===== src/wave_pkg.sv =====
// Vector waveform generator definitions
`default_nettype none

package wave_pkg;

    ////////////////////////////////////////////////////////////
    // Sizes
    ////////////////////////////////////////////////////////////

    localparam int level_width    = 8;   // DAC level and instruction parameters
    localparam int prog_depth     = 8;   // Instructions per channel
    localparam int ptr_width      = 3;   // Instruction pointer
    localparam int apb_addr_width = 8;
    localparam int apb_data_width = 32;

    ////////////////////////////////////////////////////////////
    // Register map
    ////////////////////////////////////////////////////////////

    localparam logic [apb_addr_width-1:0] ctrl_addr   = 8'h00; // Bit 0 X enable, bit 1 Y enable
    localparam logic [apb_addr_width-1:0] status_addr = 8'h04; // Read-only pointers
    localparam logic [apb_addr_width-1:0] prog_x_base = 8'h40; // Eight words
    localparam logic [apb_addr_width-1:0] prog_y_base = 8'h60; // Eight words

    // Program word layout
    localparam int op_lsb = 0;
    localparam int a_lsb  = 8;
    localparam int b_lsb  = 16;

    ////////////////////////////////////////////////////////////
    // Opcodes and sequencer states
    ////////////////////////////////////////////////////////////

    // Opcode 7 is left unassigned and executes as a NOP
    typedef enum logic [2:0] {
        op_nop    = 3'd0,
        op_line   = 3'd1,
        op_incr   = 3'd2,
        op_dcre   = 3'd3,
        op_jump   = 3'd4,
        op_x_rect = 3'd5,
        op_y_rect = 3'd6
    } wave_op_t;

    // Segment within an instruction
    typedef enum logic [1:0] {
        seg_0,
        seg_1,
        seg_2,
        seg_3
    } seg_t;

    // Level action for one step
    typedef enum logic [1:0] {
        slope_up,
        slope_down,
        slope_hold
    } slope_t;

endpackage

`default_nettype wire


===== src/vector_wave_gen.sv =====
// Vector waveform generator top level
`default_nettype none

module vector_wave_gen
    import wave_pkg::*;
(
    input  logic                      clk,
    input  logic                      reset,

    // APB slave
    input  logic [apb_addr_width-1:0] paddr,
    input  logic                      psel,
    input  logic                      penable,
    input  logic                      pwrite,
    input  logic [apb_data_width-1:0] pwdata,
    output logic [apb_data_width-1:0] prdata,
    output logic                      pready,
    output logic                      pslverr,

    // DAC levels
    output logic [level_width-1:0]    xdac,
    output logic [level_width-1:0]    ydac
);

    logic                   x_enable;
    logic                   y_enable;
    wave_op_t               x_op;
    wave_op_t               y_op;
    logic [level_width-1:0] x_a;
    logic [level_width-1:0] x_b;
    logic [level_width-1:0] y_a;
    logic [level_width-1:0] y_b;
    logic [ptr_width-1:0]   x_ptr;
    logic [ptr_width-1:0]   y_ptr;

    wave_regs regs_inst (
        .clk      (clk),
        .reset    (reset),
        .paddr    (paddr),
        .psel     (psel),
        .penable  (penable),
        .pwrite   (pwrite),
        .pwdata   (pwdata),
        .prdata   (prdata),
        .pready   (pready),
        .pslverr  (pslverr),
        .x_ptr    (x_ptr),
        .y_ptr    (y_ptr),
        .x_enable (x_enable),
        .x_op     (x_op),
        .x_a      (x_a),
        .x_b      (x_b),
        .y_enable (y_enable),
        .y_op     (y_op),
        .y_a      (y_a),
        .y_b      (y_b)
    );

    // X channel
    wave_channel x_channel (
        .clk    (clk),
        .reset  (reset),
        .enable (x_enable),
        .op     (x_op),
        .a      (x_a),
        .b      (x_b),
        .ptr    (x_ptr),
        .level  (xdac)
    );

    // Y channel
    wave_channel y_channel (
        .clk    (clk),
        .reset  (reset),
        .enable (y_enable),
        .op     (y_op),
        .a      (y_a),
        .b      (y_b),
        .ptr    (y_ptr),
        .level  (ydac)
    );

endmodule

`default_nettype wire


===== src/wave_channel.sv =====
// Channel instruction sequencer
`default_nettype none

module wave_channel
    import wave_pkg::*;
(
    input  logic                   clk,
    input  logic                   reset,
    input  logic                   enable,
    input  wave_op_t               op,
    input  logic [level_width-1:0] a,
    input  logic [level_width-1:0] b,
    output logic [ptr_width-1:0]   ptr,
    output logic [level_width-1:0] level  // Drives the DAC directly
);

    seg_t                   seg;
    seg_t                   seg_next;
    logic [level_width-1:0] cnt;          // Steps done in the segment
    logic [level_width-1:0] cnt_next;
    logic [level_width-1:0] level_next;
    slope_t                 step_slope;
    logic                   load_step;    // Level takes a instead of a slope
    logic                   instr_done;   // Last step of the instruction
    logic [2:0]             act;          // Active rectangle segment, 4 means none
    logic [2:0]             act_after;    // Segment that follows it
    logic [level_width-1:0] seg_len;

    // First rectangle segment at or after start with a nonzero count.
    // Segment lengths run a, b, a, b for both rectangle kinds
    function automatic logic [2:0] next_active(
        input logic [2:0]             start,
        input logic [level_width-1:0] len_a,
        input logic [level_width-1:0] len_b
    );
        logic [2:0] idx;
        idx = 3'd4;
        for (int i = 3; i >= 0; i--) begin
            if (i >= int'(start) && ((i % 2 == 1) ? len_b : len_a) != '0)
                idx = 3'(i);
        end
        return idx;
    endfunction

    assign act       = next_active({1'b0, seg}, a, b);
    assign act_after = next_active(act + 3'd1, a, b);
    assign seg_len   = act[0] ? b : a;

    ////////////////////////////////////////////////////////////
    // Step decode
    ////////////////////////////////////////////////////////////

    always_comb begin
        step_slope = slope_hold;
        load_step  = 1'b0;
        instr_done = 1'b0;
        seg_next   = seg;
        cnt_next   = cnt + 8'd1;

        case (op)
            op_jump: begin
                load_step  = 1'b1;
                instr_done = 1'b1;
            end
            op_incr: begin
                if (a != '0)
                    step_slope = slope_up;
                instr_done = (cnt_next >= a);  // a of 0 ends at once
            end
            op_dcre: begin
                if (a != '0)
                    step_slope = slope_down;
                instr_done = (cnt_next >= a);
            end
            op_line: begin
                if (seg == seg_0) begin       // Load a on the first step
                    load_step = 1'b1;
                    if (a == b)
                        instr_done = 1'b1;
                    else
                        seg_next = seg_1;
                end else if (level < b) begin
                    step_slope = slope_up;
                    instr_done = (level + 8'd1 == b);
                end else if (level > b) begin
                    step_slope = slope_down;
                    instr_done = (level - 8'd1 == b);
                end else begin
                    instr_done = 1'b1;        // Already there
                end
            end
            op_x_rect, op_y_rect: begin
                if (act[2]) begin
                    instr_done = 1'b1;        // All counts zero
                end else begin
                    case (act[1:0])
                        2'd0: step_slope = (op == op_x_rect) ? slope_up   : slope_hold;
                        2'd1: step_slope = (op == op_x_rect) ? slope_hold : slope_up;
                        2'd2: step_slope = (op == op_x_rect) ? slope_down : slope_hold;
                        default: step_slope = (op == op_x_rect) ? slope_hold : slope_down;
                    endcase
                    if (cnt_next >= seg_len) begin
                        if (act_after[2]) begin
                            instr_done = 1'b1;
                        end else begin
                            seg_next = seg_t'(act_after[1:0]); // Skip empty segments
                            cnt_next = '0;
                        end
                    end else begin
                        seg_next = seg_t'(act[1:0]);
                    end
                end
            end
            default: instr_done = 1'b1;       // NOP and opcode 7
        endcase

        if (instr_done) begin
            seg_next = seg_0;
            cnt_next = '0;
        end
    end

    // Level arithmetic wraps modulo 256
    always_comb begin
        if (load_step)
            level_next = a;
        else begin
            case (step_slope)
                slope_up:   level_next = level + 8'd1;
                slope_down: level_next = level - 8'd1;
                default:    level_next = level;
            endcase
        end
    end

    ////////////////////////////////////////////////////////////
    // State
    ////////////////////////////////////////////////////////////

    always_ff @(posedge clk) begin
        if (reset) begin
            ptr   <= '0;
            seg   <= seg_0;
            cnt   <= '0;
            level <= '0;
        end else if (!enable) begin
            // Back to the start of the program, level holds
            ptr <= '0;
            seg <= seg_0;
            cnt <= '0;
        end else begin
            level <= level_next;
            seg   <= seg_next;
            cnt   <= cnt_next;
            if (instr_done)
                ptr <= ptr + 3'd1;            // Wraps 7 to 0
        end
    end

    ////////////////////////////////////////////////////////////
    // Checks
    ////////////////////////////////////////////////////////////

    // Only loads may jump, every other step moves by one at most
    assert property (@(posedge clk) disable iff (reset)
        !load_step |=> (level == $past(level) ||
                        level == $past(level) + 8'd1 ||
                        level == $past(level) - 8'd1));

    assert property (@(posedge clk) disable iff (reset)
        !enable |=> (ptr == '0));

endmodule

`default_nettype wire


===== src/wave_regs.sv =====
// APB register block
`default_nettype none

module wave_regs
    import wave_pkg::*;
(
    input  logic                      clk,
    input  logic                      reset,

    // APB slave
    input  logic [apb_addr_width-1:0] paddr,
    input  logic                      psel,
    input  logic                      penable,
    input  logic                      pwrite,
    input  logic [apb_data_width-1:0] pwdata,
    output logic [apb_data_width-1:0] prdata,
    output logic                      pready,
    output logic                      pslverr,

    // Channel pointers back from the sequencers
    input  logic [ptr_width-1:0]      x_ptr,
    input  logic [ptr_width-1:0]      y_ptr,

    // Current X instruction
    output logic                      x_enable,
    output wave_op_t                  x_op,
    output logic [level_width-1:0]    x_a,
    output logic [level_width-1:0]    x_b,

    // Current Y instruction
    output logic                      y_enable,
    output wave_op_t                  y_op,
    output logic [level_width-1:0]    y_a,
    output logic [level_width-1:0]    y_b
);

    logic [1:0]           ctrl;           // {y_enable, x_enable}
    logic                 ctrl_hit;
    logic                 status_hit;
    logic                 x_hit;
    logic                 y_hit;
    logic                 access;
    logic                 wr_en;
    logic [ptr_width-1:0] word_idx;

    // Program storage, index 0 is X and 1 is Y
    wave_op_t             op_mem [2][prog_depth];
    logic [level_width-1:0] a_mem [2][prog_depth];
    logic [level_width-1:0] b_mem [2][prog_depth];

    function automatic logic [apb_data_width-1:0] pack_word(
        input wave_op_t               op,
        input logic [level_width-1:0] pa,
        input logic [level_width-1:0] pb
    );
        logic [apb_data_width-1:0] w;
        w = '0;
        w[op_lsb +: 3]         = op;
        w[a_lsb +: level_width] = pa;
        w[b_lsb +: level_width] = pb;
        return w;
    endfunction

    ////////////////////////////////////////////////////////////
    // Address decode
    ////////////////////////////////////////////////////////////

    assign ctrl_hit   = (paddr == ctrl_addr);
    assign status_hit = (paddr == status_addr);
    // Program windows are 32 bytes, word aligned only
    assign x_hit      = (paddr[7:5] == prog_x_base[7:5]) && (paddr[1:0] == 2'b00);
    assign y_hit      = (paddr[7:5] == prog_y_base[7:5]) && (paddr[1:0] == 2'b00);
    assign word_idx   = paddr[4:2];

    assign access = psel && penable;
    assign wr_en  = access && pwrite;
    assign pready = 1'b1;                 // No wait states

    // Status is read-only, so a write there is an error too
    always_comb begin
        if (!access)
            pslverr = 1'b0;
        else if (pwrite)
            pslverr = !(ctrl_hit || x_hit || y_hit);
        else
            pslverr = !(ctrl_hit || status_hit || x_hit || y_hit);
    end

    always_comb begin
        prdata = '0;
        if (ctrl_hit)
            prdata[1:0] = ctrl;
        else if (status_hit) begin
            prdata[2:0] = x_ptr;
            prdata[6:4] = y_ptr;
        end else if (x_hit)
            prdata = pack_word(op_mem[0][word_idx], a_mem[0][word_idx], b_mem[0][word_idx]);
        else if (y_hit)
            prdata = pack_word(op_mem[1][word_idx], a_mem[1][word_idx], b_mem[1][word_idx]);
    end

    ////////////////////////////////////////////////////////////
    // Registers
    ////////////////////////////////////////////////////////////

    always_ff @(posedge clk) begin
        if (reset)
            ctrl <= 2'b00;
        else if (wr_en && ctrl_hit)
            ctrl <= pwdata[1:0];
    end

    always_ff @(posedge clk) begin
        if (wr_en && (x_hit || y_hit)) begin
            op_mem[y_hit][word_idx] <= wave_op_t'(pwdata[op_lsb +: 3]);
            a_mem[y_hit][word_idx]  <= pwdata[a_lsb +: level_width];
            b_mem[y_hit][word_idx]  <= pwdata[b_lsb +: level_width];
        end
    end

    // Instruction fetch follows each channel pointer
    assign x_enable = ctrl[0];
    assign x_op     = op_mem[0][x_ptr];
    assign x_a      = a_mem[0][x_ptr];
    assign x_b      = b_mem[0][x_ptr];

    assign y_enable = ctrl[1];
    assign y_op     = op_mem[1][y_ptr];
    assign y_a      = a_mem[1][y_ptr];
    assign y_b      = b_mem[1][y_ptr];

    ////////////////////////////////////////////////////////////
    // Protocol checks
    ////////////////////////////////////////////////////////////

    // Access phase only directly after a setup phase
    assert property (@(posedge clk) disable iff (reset)
        penable |-> $past(psel && !penable));

    // Setup phase moves into the access phase with psel held
    assert property (@(posedge clk) disable iff (reset)
        (psel && !penable) |=> (psel && penable));

endmodule

`default_nettype wire

===== config.mk =====
export PLATFORM = sky130hd
export DESIGN_NAME = vector_wave_gen
export DESIGN_NICKNAME = d
export VERILOG_FILES = /design/src/wave_pkg.sv /design/src/vector_wave_gen.sv /design/src/wave_channel.sv /design/src/wave_regs.sv
export SDC_FILE = /design/constraint.sdc
export NUM_CORES = 1
export LEC_CHECK = 0
export ABC_AREA = 0
export ABC_CLOCK_PERIOD_IN_PS = 7600
export BUFFER_PORTS_ARGS = -buffer_cell sky130_fd_sc_hd__buf_2
export CAP_MARGIN = 0
export CORE_MARGIN = 2
export CORE_UTILIZATION = 60
export CTS_BUF_LIST = sky130_fd_sc_hd__clkbuf_2
export DETAILED_ROUTE_END_ITERATION = 10
export HOLD_SLACK_MARGIN = 0.08
export PLACE_DENSITY = 0.83
export SYNTH_ARGS = -nofsm -noshare
export SYNTH_HDL_FRONTEND = slang
export SYNTH_SLANG_ARGS = --single-unit
export TNS_END_PERCENT = 5

===== constraint.sdc =====
create_clock -name clk -period 7.6 [get_ports clk]
set_input_delay 1.14 -clock clk [delete_from_list [all_inputs] [get_ports clk]]
set_output_delay 1.14 -clock clk [all_outputs]
set_load 0.005 [all_outputs]

==> results.md <==
* Status: complete, no violations
* Die height at 186 um
* Post-layout min period at 6360 ps
* Post-Route WL at 52300 um
* Main flop type after synthesis: edfxtp_1
* Hold Fails Final Rpt at 0
* Hpwl dp at 36400 um
* Cell Pwr Density at 161 mW/mm^2
* Standard-cell row count at 66
* Filler instances at 2311
* HP Class: reg2reg
* Die Footprint at 0.0346 sq mm
* Synth async-reset ratio at 0
* Core Area at 0.0326 sq mm
* Routed len/inst at 25.6 um
* # DRC at 0
* RSZ-0062 raised after global routing: no
* FF-to-FF setup slack at 1240 ps
* CTS Root Cell: clkbuf_2
* Postcts setup bufs at 0
* TNS Setup at 0 ps
* H-tree levels at 3
* Layout net count at 1647
* GRT Total Usage at 0.315
* Via/cell ratio at 6.71
* Commonest cells post-synth: edfxtp_1 (304), mux4_2 (170), nand2_1 (94), nor2_1 (94), ha_1 (65)
* Largest area contributor in the netlist: edfxtp_1
* Arrival time at the worst endpoint at 7200 ps
* Leakage dissipation at 7.59 nW
* Worst-skew pair later-pin latency at 980 ps
* EDFF count, synth at 304
* I/O pin count at 95
* Setup Skew at 88.9 ps
* Largest net degree at the start of global routing at 57
* Max_cap viols at 0
* CTS tree: done
* Unique masters post-synth at 84
* FF+latch area at 0.0100 sq mm
* Post-CTS Resized at 0
* Crit path launch: y_channel.ptr[0]
* Die Wd at 186 um
* GPL Wtd Cong at 0.946
* Vias in the first global route at 13600
* Required @ worst endpoint at 8440 ps
* Utilization after layout at 0.659
* Worst setup path end: y_channel.cnt[5]
* Synthesized area at 0.0199 sq mm
* Final Slew Violations at 0
* Synth Instances at 1417
* Total CTS buffers at 87
* First-pass GRT wire length at 79800 um
* Remaining Overflow, GRT at 0
* Synth-to-Final Area Change at 8.11%
* Initial DRC count at 1669
* Multi-input gate area at 0.00940 sq mm
* Cells on worst reg2reg path at 19
* Worst-path maximum fanout at 28
* Reg2reg end: y_channel.cnt[5]
* Count leader, synth: edfxtp_1
* Worst-path clk slew at 110 ps
* Layout cells sized above 1 at 0.288
* Fmax at 157 MHz
* Antenna viol nets, final at 0
* Max rail drop VDD at 0.168 mV
* CTS Hold Buffers Added at 0
* CP Class: reg2reg
* CP Launch Type: register
* CP Capture Type: register
* CTS Buffer Depth at 3
* Clock sinks at 348
* Initial Util at 0.609
* Pre-antenna DRT Iters at 6
* Top cells by area, synth: edfxtp_1 (46%), mux4_2 (19%), dfxtp_1 (4.4%), ha_1 (4.1%), mux2i_1 (2.7%)
* PortBufs at 70
* FF+latch count, synth at 348
* Routed vias at 13700
* Final period util at 0.837
* Slew @ Worst Pin at 1230 ps
* Reg-to-Reg Start: y_channel.ptr[0]
* Slew HR at 0.182
* Setup violators final at 0
* Avg Inst Size Synth at 14.0 sq um
* Yosys top cell area share at 0.459
* Initial antenna violation count at 6
* Synth warn at 0
* Seq/Total Area, Yosys at 0.504
-- routing by layer --
layer	vias to the layer above	routed length, um	global-route usage
met4	4	1750	0.119
met5	-	28	0
met1	6752	19600	0.431
met3	134	6000	0.0726
li1	5931	-	-
met2	907	24900	0.499
-- cell families after synthesis --
group	synth area share
AO/OA/AOI/OAI	0.0630
XOR/XNOR	0.0349
adder cells (fa/ha/maj)	0.0409
buffers and inverters	0.0278
flip-flops	0.504
multiplexers	0.229
other	0.000378
AND/OR/NAND/NOR	0.100
-- final cells by class --
| cell class | count | share of cell area |
|---|---|---|
| antenna | 3 | 0.000349 |
| clock buffer | 129 | 0.0300 |
| clock inverter | 23 | 0.00576 |
| inverter | 34 | 0.00594 |
| multi-input combinational | 961 | 0.437 |
| sequential | 348 | 0.466 |
| tap | 442 | 0.0257 |
| timing repair buffer | 105 | 0.0288 |
-- report_power, final --
group          switching [mW]  internal, mW
logic                  0.0893        0.0626
registers            0.000706          2.07
clock network           0.758         0.486
total                   0.848          2.62
-- sequential cells by signal, summed over array words and instances, names as in the netlist --
| signal | flops |
|---|---|
| regs_inst.a_mem | 128 |
| regs_inst.b_mem | 128 |
| regs_inst.ctrl | 2 |
| regs_inst.op_mem | 48 |
| x_channel.cnt | 8 |
| x_channel.level | 8 |
| x_channel.ptr | 3 |
| x_channel.seg | 2 |
| y_channel.cnt | 8 |
| y_channel.level | 8 |
| y_channel.ptr | 3 |
| y_channel.seg | 2 |
-- through the flow --
stage          cell area, sq um  hold WS [ps]  cells  setup slack (ps)  power [mW]
4_1_cts                   21500           473   2041              1320        3.49
6_report                  21500           521   2045              1240        3.47
3_5_place_dp              20700           504   1889              1390        2.27
5_1_grt                   21500           488   2044               827        3.60
2_1_floorplan             19900           455   1426              2750        2.21
3_3_place_gp              20700           482   1889              1540        2.26
-- cells in the final DEF (no fill, tap or decap), types with 36 or more instances in the layout --
master / netlist / layout
a21oi_1: 38 / 38
buf_2: 15 / 68
buf_4: 12 / 36
clkbuf_2: 0 / 129
dfxtp_1: 44 / 40
edfxtp_1: 304 / 304
ha_1: 65 / 65
mux2i_1: 53 / 53
mux4_2: 170 / 170
nand2_1: 94 / 94
nor2_1: 94 / 82
nor3_1: 45 / 41
xnor2_1: 46 / 46
-- worst min-delay path by stage --
stage / from / cells after the start / slack, ps / endpoint
floorplan: y_channel.cnt[0] / 1 / 450 / y_channel.cnt[0]
global placement: x_channel.cnt[0] / 1 / 480 / x_channel.cnt[0]
detailed placement: x_channel.cnt[0] / 1 / 500 / x_channel.cnt[0]
CTS: pwdata[17] / 1 / 470 / regs_inst.b_mem[0][49]
global route: pwdata[11] / 1 / 490 / regs_inst.a_mem[1][11]
finish: x_channel.cnt[0] / 1 / 520 / x_channel.cnt[0]
-- critical path, cell delays in order, from the launching register on --
cell	delay, ps
dfxtp_2	980
mux4_2	660
nor4_1	450
nand4_1	170
a21oi_1	630
o21ai_1	440
inv_2	290
nor2_1	70
a31oi_1	180
ha_1	250
nand2b_1	140
a21o_1	170
a21oi_1	180
o211a_1	230
a211oi_1	110
a221o_1	380
a32oi_1	180
a21boi_4	340
o311ai_4	220
nor2b_1	150
No activity file was read; power rests on OpenSTA's default activity.
